File: src/include/axi_ic_config.svh
`ifndef AXI_IC_CONFIG_SVH
`define AXI_IC_CONFIG_SVH

// Bus widths
`define AXI_IC_ADDR_W 32
`define AXI_IC_DATA_W 32
`define AXI_IC_ID_W   4
`define AXI_IC_LEN_W  8

// Register block windows, everything else maps to DRAM
`define AXI_IC_SA_BASE     32'hF000_0000
`define AXI_IC_SA_LAST     32'hF000_0005
`define AXI_IC_CORDIC_BASE 32'hF000_0006
`define AXI_IC_CORDIC_LAST 32'hF000_0009

`endif

File: src/design/axi_ic_pkg.sv
`include "axi_ic_config.svh"

package axi_ic_pkg;

    typedef logic [`AXI_IC_ADDR_W-1:0] addr_t;
    typedef logic [`AXI_IC_DATA_W-1:0] data_t;
    typedef logic [`AXI_IC_ID_W-1:0]   id_t;
    typedef logic [`AXI_IC_LEN_W-1:0]  len_t;

    // AXI read response codes
    typedef enum logic [1:0] {
        OKAY   = 2'b00,
        EXOKAY = 2'b01,
        SLVERR = 2'b10,
        DECERR = 2'b11
    } resp_e;

    // Decoded destination of a CPU read
    typedef enum logic [1:0] {
        TGT_DRAM   = 2'b00,
        TGT_SA     = 2'b01,
        TGT_CORDIC = 2'b10
    } target_e;

    typedef enum logic {
        RT_IDLE      = 1'b0,
        RT_WAIT_DATA = 1'b1
    } router_state_e;

endpackage

File: src/design/axi_read_if.sv
`timescale 1ns/1ps

interface axi_read_if;
    import axi_ic_pkg::*;

    // Read address channel
    id_t   arid;
    addr_t araddr;
    len_t  arlen;
    logic  arvalid;
    logic  arready;

    // Read data channel
    id_t   rid;
    data_t rdata;
    resp_e rresp;
    logic  rlast;
    logic  rvalid;
    logic  rready;

    modport manager (
        output arid, araddr, arlen, arvalid,
        input  arready,
        input  rid, rdata, rresp, rlast, rvalid,
        output rready
    );

    modport subordinate (
        input  arid, araddr, arlen, arvalid,
        output arready,
        output rid, rdata, rresp, rlast, rvalid,
        input  rready
    );

endinterface

File: src/design/axi_lite_read_if.sv
`timescale 1ns/1ps

interface axi_lite_read_if;
    import axi_ic_pkg::*;

    addr_t araddr;
    logic  arvalid;
    logic  arready;

    data_t rdata;
    resp_e rresp;
    logic  rvalid;
    logic  rready;

    modport manager (
        output araddr, arvalid,
        input  arready,
        input  rdata, rresp, rvalid,
        output rready
    );

    modport subordinate (
        input  araddr, arvalid,
        output arready,
        output rdata, rresp, rvalid,
        input  rready
    );

endinterface

File: src/design/cpu_read_router.sv
`timescale 1ns/1ps
`include "axi_ic_config.svh"

module cpu_read_router (
    input logic                  ACLK,
    input logic                  ARESETN,
    axi_read_if.subordinate      cpu,
    axi_read_if.manager          dram,
    axi_lite_read_if.manager     sa,
    axi_lite_read_if.manager     cordic
);
    import axi_ic_pkg::*;

    router_state_e state_q;
    target_e       dec_tgt;
    target_e       tgt_q;
    id_t           id_q;
    logic          idle;
    logic          ar_hs;
    logic          r_last_hs;

    // Anything outside the register windows decodes to DRAM
    always_comb begin
        if (cpu.araddr >= `AXI_IC_SA_BASE && cpu.araddr <= `AXI_IC_SA_LAST) begin
            dec_tgt = TGT_SA;
        end else if (cpu.araddr >= `AXI_IC_CORDIC_BASE &&
                     cpu.araddr <= `AXI_IC_CORDIC_LAST) begin
            dec_tgt = TGT_CORDIC;
        end else begin
            dec_tgt = TGT_DRAM;
        end
    end

    assign idle = (state_q == RT_IDLE);

    // Only the decoded target sees the request
    assign sa.arvalid     = idle && cpu.arvalid && (dec_tgt == TGT_SA);
    assign cordic.arvalid = idle && cpu.arvalid && (dec_tgt == TGT_CORDIC);
    assign dram.arvalid   = idle && cpu.arvalid && (dec_tgt == TGT_DRAM);
    assign sa.araddr      = cpu.araddr;
    assign cordic.araddr  = cpu.araddr;
    assign dram.araddr    = cpu.araddr;
    assign dram.arid      = cpu.arid;
    assign dram.arlen     = cpu.arlen;

    always_comb begin
        case (dec_tgt)
            TGT_SA:     cpu.arready = idle && sa.arready;
            TGT_CORDIC: cpu.arready = idle && cordic.arready;
            default:    cpu.arready = idle && dram.arready;
        endcase
    end

    assign ar_hs = cpu.arvalid && cpu.arready;

    // R channel steered by the target latched at the AR handshake
    always_comb begin
        case (tgt_q)
            TGT_SA: begin
                cpu.rid    = id_q;
                cpu.rdata  = sa.rdata;
                cpu.rresp  = sa.rresp;
                cpu.rlast  = 1'b1;
                cpu.rvalid = !idle && sa.rvalid;
            end
            TGT_CORDIC: begin
                cpu.rid    = id_q;
                cpu.rdata  = cordic.rdata;
                cpu.rresp  = cordic.rresp;
                cpu.rlast  = 1'b1;
                cpu.rvalid = !idle && cordic.rvalid;
            end
            default: begin
                cpu.rid    = dram.rid;
                cpu.rdata  = dram.rdata;
                cpu.rresp  = dram.rresp;
                cpu.rlast  = dram.rlast;
                cpu.rvalid = !idle && dram.rvalid;
            end
        endcase
    end

    assign sa.rready     = !idle && (tgt_q == TGT_SA) && cpu.rready;
    assign cordic.rready = !idle && (tgt_q == TGT_CORDIC) && cpu.rready;
    assign dram.rready   = !idle && (tgt_q == TGT_DRAM) && cpu.rready;

    assign r_last_hs = cpu.rvalid && cpu.rready && cpu.rlast;

    always_ff @(posedge ACLK or negedge ARESETN) begin
        if (!ARESETN) begin
            state_q <= RT_IDLE;
            tgt_q   <= TGT_DRAM;
        end else begin
            case (state_q)
                RT_IDLE: begin
                    if (ar_hs) begin
                        state_q <= RT_WAIT_DATA;
                        tgt_q   <= dec_tgt;
                    end
                end
                RT_WAIT_DATA: begin
                    if (r_last_hs) begin
                        state_q <= RT_IDLE;
                    end
                end
                default: state_q <= RT_IDLE;
            endcase
        end
    end

    // Lite targets carry no ID so the request's ID is held for the response
    always_ff @(posedge ACLK) begin
        if (ar_hs) begin
            id_q <= cpu.arid;
        end
    end

    a_one_target: assert property (@(posedge ACLK) disable iff (!ARESETN)
        $onehot0({sa.arvalid, cordic.arvalid, dram.arvalid}))
        else $error("More than one target arvalid high");

    a_no_resp_idle: assert property (@(posedge ACLK) disable iff (!ARESETN)
        idle |-> !sa.rvalid && !cordic.rvalid && !dram.rvalid)
        else $error("Target rvalid high with no read outstanding");

    a_cpu_ar_hold: assert property (@(posedge ACLK) disable iff (!ARESETN)
        cpu.arvalid && !cpu.arready |=> cpu.arvalid)
        else $error("CPU arvalid dropped before its handshake");

endmodule

File: src/design/dram_read_arbiter.sv
`timescale 1ns/1ps

module dram_read_arbiter (
    input logic              ACLK,
    input logic              ARESETN,
    axi_read_if.subordinate  cpu,
    axi_read_if.subordinate  acc,
    axi_read_if.manager      dram
);

    localparam logic OWN_CPU = 1'b0;
    localparam logic OWN_ACC = 1'b1;

    logic busy_q;
    logic owner_q;
    logic last_q;
    logic grant_idle;
    logic grant;
    logic ar_hs;
    logic r_last_hs;

    // Lone requester wins, on contention the one not served last
    always_comb begin
        if (cpu.arvalid && acc.arvalid) begin
            grant_idle = ~last_q;
        end else if (acc.arvalid) begin
            grant_idle = OWN_ACC;
        end else begin
            grant_idle = OWN_CPU;
        end
    end

    // Grant is frozen for the whole burst
    assign grant = busy_q ? owner_q : grant_idle;

    // AR mux
    assign dram.arvalid = !busy_q && ((grant == OWN_ACC) ? acc.arvalid : cpu.arvalid);
    assign dram.arid    = (grant == OWN_ACC) ? acc.arid   : cpu.arid;
    assign dram.araddr  = (grant == OWN_ACC) ? acc.araddr : cpu.araddr;
    assign dram.arlen   = (grant == OWN_ACC) ? acc.arlen  : cpu.arlen;

    assign cpu.arready = !busy_q && (grant == OWN_CPU) && dram.arready;
    assign acc.arready = !busy_q && (grant == OWN_ACC) && dram.arready;

    // R beats go only to the owner
    assign cpu.rid    = dram.rid;
    assign cpu.rdata  = dram.rdata;
    assign cpu.rresp  = dram.rresp;
    assign cpu.rlast  = dram.rlast;
    assign cpu.rvalid = busy_q && (owner_q == OWN_CPU) && dram.rvalid;

    assign acc.rid    = dram.rid;
    assign acc.rdata  = dram.rdata;
    assign acc.rresp  = dram.rresp;
    assign acc.rlast  = dram.rlast;
    assign acc.rvalid = busy_q && (owner_q == OWN_ACC) && dram.rvalid;

    assign dram.rready = busy_q && ((owner_q == OWN_ACC) ? acc.rready : cpu.rready);

    assign ar_hs     = dram.arvalid && dram.arready;
    assign r_last_hs = dram.rvalid && dram.rready && dram.rlast;

    always_ff @(posedge ACLK or negedge ARESETN) begin
        if (!ARESETN) begin
            busy_q  <= 1'b0;
            owner_q <= OWN_CPU;
            // CPU takes the first contended grant
            last_q  <= OWN_ACC;
        end else begin
            if (ar_hs) begin
                busy_q  <= 1'b1;
                owner_q <= grant;
                last_q  <= grant;
            end else if (r_last_hs) begin
                busy_q  <= 1'b0;
            end
        end
    end

    a_owner_stable: assert property (@(posedge ACLK) disable iff (!ARESETN)
        busy_q |=> $stable(owner_q))
        else $error("DRAM owner changed during a burst");

    a_no_rvalid_idle: assert property (@(posedge ACLK) disable iff (!ARESETN)
        !busy_q |-> !dram.rvalid)
        else $error("DRAM rvalid with no read outstanding");

    a_single_arready: assert property (@(posedge ACLK) disable iff (!ARESETN)
        !(cpu.arready && acc.arready))
        else $error("Both requesters see arready");

endmodule

File: src/design/axi_read_interconnect.sv
`timescale 1ns/1ps

module axi_read_interconnect (
    input  logic               ACLK,
    input  logic               ARESETN,

    // CPU requester
    input  axi_ic_pkg::id_t    cpu_arid,
    input  axi_ic_pkg::addr_t  cpu_araddr,
    input  axi_ic_pkg::len_t   cpu_arlen,
    input  logic               cpu_arvalid,
    output logic               cpu_arready,
    output axi_ic_pkg::id_t    cpu_rid,
    output axi_ic_pkg::data_t  cpu_rdata,
    output axi_ic_pkg::resp_e  cpu_rresp,
    output logic               cpu_rlast,
    output logic               cpu_rvalid,
    input  logic               cpu_rready,

    // Accelerator requester, DRAM only
    input  axi_ic_pkg::id_t    acc_arid,
    input  axi_ic_pkg::addr_t  acc_araddr,
    input  axi_ic_pkg::len_t   acc_arlen,
    input  logic               acc_arvalid,
    output logic               acc_arready,
    output axi_ic_pkg::id_t    acc_rid,
    output axi_ic_pkg::data_t  acc_rdata,
    output axi_ic_pkg::resp_e  acc_rresp,
    output logic               acc_rlast,
    output logic               acc_rvalid,
    input  logic               acc_rready,

    // DRAM target
    output axi_ic_pkg::id_t    dram_arid,
    output axi_ic_pkg::addr_t  dram_araddr,
    output axi_ic_pkg::len_t   dram_arlen,
    output logic               dram_arvalid,
    input  logic               dram_arready,
    input  axi_ic_pkg::id_t    dram_rid,
    input  axi_ic_pkg::data_t  dram_rdata,
    input  axi_ic_pkg::resp_e  dram_rresp,
    input  logic               dram_rlast,
    input  logic               dram_rvalid,
    output logic               dram_rready,

    // Systolic array registers
    output axi_ic_pkg::addr_t  sa_araddr,
    output logic               sa_arvalid,
    input  logic               sa_arready,
    input  axi_ic_pkg::data_t  sa_rdata,
    input  axi_ic_pkg::resp_e  sa_rresp,
    input  logic               sa_rvalid,
    output logic               sa_rready,

    // CORDIC registers
    output axi_ic_pkg::addr_t  cordic_araddr,
    output logic               cordic_arvalid,
    input  logic               cordic_arready,
    input  axi_ic_pkg::data_t  cordic_rdata,
    input  axi_ic_pkg::resp_e  cordic_rresp,
    input  logic               cordic_rvalid,
    output logic               cordic_rready
);

    axi_read_if      cpu ();
    axi_read_if      acc ();
    axi_read_if      cpu_dram ();
    axi_read_if      dram ();
    axi_lite_read_if sa ();
    axi_lite_read_if cordic ();

    assign cpu.arid     = cpu_arid;
    assign cpu.araddr   = cpu_araddr;
    assign cpu.arlen    = cpu_arlen;
    assign cpu.arvalid  = cpu_arvalid;
    assign cpu_arready  = cpu.arready;
    assign cpu_rid      = cpu.rid;
    assign cpu_rdata    = cpu.rdata;
    assign cpu_rresp    = cpu.rresp;
    assign cpu_rlast    = cpu.rlast;
    assign cpu_rvalid   = cpu.rvalid;
    assign cpu.rready   = cpu_rready;

    assign acc.arid     = acc_arid;
    assign acc.araddr   = acc_araddr;
    assign acc.arlen    = acc_arlen;
    assign acc.arvalid  = acc_arvalid;
    assign acc_arready  = acc.arready;
    assign acc_rid      = acc.rid;
    assign acc_rdata    = acc.rdata;
    assign acc_rresp    = acc.rresp;
    assign acc_rlast    = acc.rlast;
    assign acc_rvalid   = acc.rvalid;
    assign acc.rready   = acc_rready;

    assign dram_arid    = dram.arid;
    assign dram_araddr  = dram.araddr;
    assign dram_arlen   = dram.arlen;
    assign dram_arvalid = dram.arvalid;
    assign dram.arready = dram_arready;
    assign dram.rid     = dram_rid;
    assign dram.rdata   = dram_rdata;
    assign dram.rresp   = dram_rresp;
    assign dram.rlast   = dram_rlast;
    assign dram.rvalid  = dram_rvalid;
    assign dram_rready  = dram.rready;

    assign sa_araddr    = sa.araddr;
    assign sa_arvalid   = sa.arvalid;
    assign sa.arready   = sa_arready;
    assign sa.rdata     = sa_rdata;
    assign sa.rresp     = sa_rresp;
    assign sa.rvalid    = sa_rvalid;
    assign sa_rready    = sa.rready;

    assign cordic_araddr  = cordic.araddr;
    assign cordic_arvalid = cordic.arvalid;
    assign cordic.arready = cordic_arready;
    assign cordic.rdata   = cordic_rdata;
    assign cordic.rresp   = cordic_rresp;
    assign cordic.rvalid  = cordic_rvalid;
    assign cordic_rready  = cordic.rready;

    cpu_read_router i_cpu_read_router (
        .ACLK    (ACLK),
        .ARESETN (ARESETN),
        .cpu     (cpu.subordinate),
        .dram    (cpu_dram.manager),
        .sa      (sa.manager),
        .cordic  (cordic.manager)
    );

    // CPU DRAM traffic shares the DRAM port with the accelerator
    dram_read_arbiter i_dram_read_arbiter (
        .ACLK    (ACLK),
        .ARESETN (ARESETN),
        .cpu     (cpu_dram.subordinate),
        .acc     (acc.subordinate),
        .dram    (dram.manager)
    );

endmodule

File: config.mk
export PLATFORM = sky130hd
export DESIGN_NAME = axi_read_interconnect
export DESIGN_NICKNAME = d
export VERILOG_FILES = /design/src/design/axi_ic_pkg.sv /design/src/design/axi_read_if.sv /design/src/design/axi_lite_read_if.sv /design/src/design/cpu_read_router.sv /design/src/design/dram_read_arbiter.sv /design/src/design/axi_read_interconnect.sv
export VERILOG_INCLUDE_DIRS = /design/src /design/src/include
export SDC_FILE = /design/constraint.sdc
export NUM_CORES = 1
export LEC_CHECK = 0
export BUFFER_PORTS_ARGS = -buffer_cell sky130_fd_sc_hd__buf_2
export CAP_MARGIN = 20
export CORE_AREA = 3 3 157 159
export CTS_CLUSTER_SIZE = 20
export DETAILED_ROUTE_END_ITERATION = 6
export DIE_AREA = 0 0 160 162
export PLACE_DENSITY_LB_ADDON = 0.08
export SYNTH_ARGS = -nofsm -noshare
export SYNTH_HDL_FRONTEND = slang
export SYNTH_SLANG_ARGS = --single-unit
File: constraint.sdc
create_clock -name ACLK -period 2.8 [get_ports ACLK]
set_input_delay 0.56 -clock ACLK [delete_from_list [all_inputs] [get_ports ACLK]]
set_output_delay 0.56 -clock ACLK [all_outputs]
set_load 0.1 [all_outputs]
==> summary.txt <==
Worst setup path
  • WP data required: between 2 and 2.5 ns
  • Kind of critical path: primary input to output pin
  • Worst Path Buf+Inv: 5
  • Slowest cell on the critical path: mux2_4
  • Cells along the critical path: buf_2 > nor4_2 > buf_4 > nand4_1 > nor2_4 > o31ai_4 > buf_6 > buf_12 > mux2_4 > buf_12
  • Startpoint Class: primary input
  • CP arrival: 2.34 ns
  • CP Capture Type: output pin
  • CP dominant cell by count: buf_12
  • Largest fanout on the critical path: 14
  • Worst path max stage delay: between 0.3 and 0.4 ns
  • Critical path's top delay family: buffers and inverters

CTS
  • CTS root buffer: clkbuf_16
  • Hold-fix buffers at CTS: 0
  • CTS tree: built
  • Num CTS Buffers: 3
  • H-tree depth: 1
  • Max Root-Sink Buffers: 2
  • # clock sinks: 10
  • Clock transition at the registers of the reported paths: 0.04 ns
  • Later-pin clock latency in the skew report: about 0.24 ns

Placement
  • Port bufs: ~400
  • Hpwl dp: around 16000 µm
  • Dpl cells: 1006
  • Area after DPL: 6380 µm²
  • Routability cong.: 0.793

Floorplan
  • Die area: 25900 µm²
  • Starting Density: about an eighth
  • Die Wd: 160 µm
  • Core Region: around 23000 µm²
  • Row count: 56
  • Count of boundary I/O pins: about 400
  • Die height: around 160 µm

STA
  • Worst clock skew: 0.000479 ns
  • Fin crit share: 104%
  • Fin Setup TNS: -3.76 ns
  • Slew Limit Fails: 0
  • Top achievable clock speed: between 300 and 400 MHz
  • Final hold violations: 0
  • Worst-Margin Slew: 0.528 ns
  • RSZ-0062 raised after global routing: true
  • Fin crit period: about 2.9 ns
  • Final setup violating endpoints: between 40 and 50
  • Slew headroom: roughly 65%
  • PnR worst setup slack: -0.104 ns

Routing
  • Drt total wl: between 15000 and 20000 µm
  • Wirelength per Cell: between 15 and 20 µm
  • Iter 0 DRT Violations: 128
  • Residual DRC count: 0
  • Routed vias: about 3.8k
  • Drt first pass iters: 4
  • Number of vias per cell: approximately 3.8
  • Detail Route Antenna Nets: 0

Status
  • Failing checks: setup timing
  • Outcome: complete, but fails checks

Global route
  • Vias in the first global route: between 4k and 5k
  • Total GRT Usage: between 10% and 20%
  • Overflow left after global routing: 0
  • Largest net degree at the start of global routing: 37
  • Initial antenna violation count: 2
  • First-pass GRT wire length: 24900 µm

Final layout
  • Layout cell share with drive strength beyond 1: between 80% and 90%
  • Most frequent cells in the layout: buf_2, buf_12, buf_4
  • # fillers: roughly 2.6k
  • Number of standard cells in the final layout excluding fillers: between 1k and 1.5k
  • Layout area overhead: 136%
  • Commonest non-fill, non-tap cell in the layout: buf_2
  • Nets: 907
  • Final instance area: 6740 µm²
  • Diode count: 0

Synth
  • Post-synthesis sequential area ratio: 9.51%
  • Post-synth cell types: 36
  • Mapped Area: approximately 2900 µm²
  • Syn_nets: about 560
  • FF+latch count, synth: 10
  • Synth warnings: 0
  • Syn Area/Cell: approximately 8.1 µm²
  • Syn Inst Count: 354

Power and ir drop
  • LEAKAGE: about 3.3 nW
  • VDD IR max: about 0.54 mV
  • PwrDens: between 900 and 1000 nW/µm²

Flow run
  • Max-cap viol count: 0

Hold path
  • Worst Hold Class: primary input to asynchronous set/reset pin
power breakdown:
group          switching (mW)  internal [mW]
registers              0.0427          0.190
logic                    3.68           2.04
clock network          0.0702          0.215
sequential cells by signal, indices dropped and copies added, names as in the netlist:
| name | flops |
|---|---|
| i_cpu_read_router.tgt_q | 2 |
| i_cpu_read_router.state_q | 1 |
| i_dram_read_arbiter.owner_q | 1 |
| i_dram_read_arbiter.last_q | 1 |
| i_cpu_read_router.id_q | 4 |
| i_dram_read_arbiter.busy_q | 1 |
timing repair:
action	4_1_cts	5_1_grt
cloned	0	1
buffers inserted	1	5
setup endpoints to repair	49	49
pin swaps	4	8
gates resized for setup	19	27
through the flow:
stage | util (%) | worst slack, ns | hold slack, ns | total power [mW]
3_5_place_dp | 27.3 | -0.309 | 0.396 | 5.82
2_1_floorplan | - | -0.0778 | 0.264 | 4.08
6_report | 28.8 | -0.104 | 0.139 | 6.24
3_3_place_gp | 27.3 | -0.320 | 0.393 | 5.83
5_1_grt | 28.8 | -0.205 | 0.144 | 6.42
4_1_cts | 28.1 | -0.128 | 0.139 | 6.17
synthesized netlist by cell type:
cell	number	share of area, %
buf_4	104	27
mux2_4	40	21
a21oi_1	38	6.7
nor2_1	38	5.0
a22oi_1	35	9.2
clkbuf_1	12	1.6
mux2_2	9	3.6
nand2_1	9	1.2
o21ai_0	6	1.1
dfrtp_1	5	4.4
inv_1	5	0.66
nor4_1	5	1.1
and3_1	4	0.88
buf_1	4	0.53
buf_6	4	1.6
edfxtp_1	4	4.2
a22o_1	3	0.92
ha_1	3	1.3
nor2b_1	3	0.66
o22a_1	3	0.92
nand3b_1	2	0.53
nand4_1	2	0.44
nand4b_1	2	0.61
nor3_1	2	0.35
a21o_1	1	0.26
a31oi_1	1	0.22
and4b_1	1	0.35
dfstp_2	1	0.92
nand2b_1	1	0.22
nor2_2	1	0.22
nor4b_1	1	0.31
o211ai_1	1	0.26
o21a_1	1	0.26
o2bb2ai_1	1	0.31
o31ai_4	1	0.75
or2_2	1	0.22
worst paths after layout:
kind / depth (start not counted) / to / slack, ns / startpoint
min: 1 / i_cpu_read_router.tgt_q[0] / 0.14 / ARESETN
max in group asynchronous: 1 / i_dram_read_arbiter.last_q / 2.44 / ARESETN
max reg2reg: 5 / i_cpu_read_router.id_q[2] / 0.91 / i_dram_read_arbiter.busy_q
min in group ACLK: 1 / i_cpu_read_router.id_q[1] / 0.51 / cpu_arid[1]
min reg2reg: 1 / i_cpu_read_router.tgt_q[1] / 0.55 / i_cpu_read_router.tgt_q[1]
max: 10 / dram_araddr[16] / -0.10 / cpu_araddr[26]
metal layers:
metal	GRT usage, %	vias up	wire [µm]
li1	-	1844	-
met1	11.8	1733	5530
met2	25.7	253	9870
met3	4.08	9	1810
met4	1.89	2	119
met5	0	-	13
logic make-up (layout without fill, tap and decap cells):
logic type / count (synthesis) / count (layout) / synth area share (%)
DFF: 10 / 10 / 9.51
AOI/OAI and AO/OA: 91 / 91 / 20.8
adders and majority gates: 3 / 3 / 1.32
and+or+nand+nor: 72 / 72 / 12.1
buffers and inverters: 129 / 471 / 31.7
muxes: 49 / 49 / 24.6
final cells by class:
type	count	area, µm²	share of cell area, %
clock buffers	4	88.8	1.32
inverters	5	18.8	0.279
multi-input cells	215	1980	29.3
flip-flops and latches	10	272	4.03
well taps	319	399	5.92
repair buffers	462	3980	59.1
Note: power is estimated with default switching activity, not from simulation.
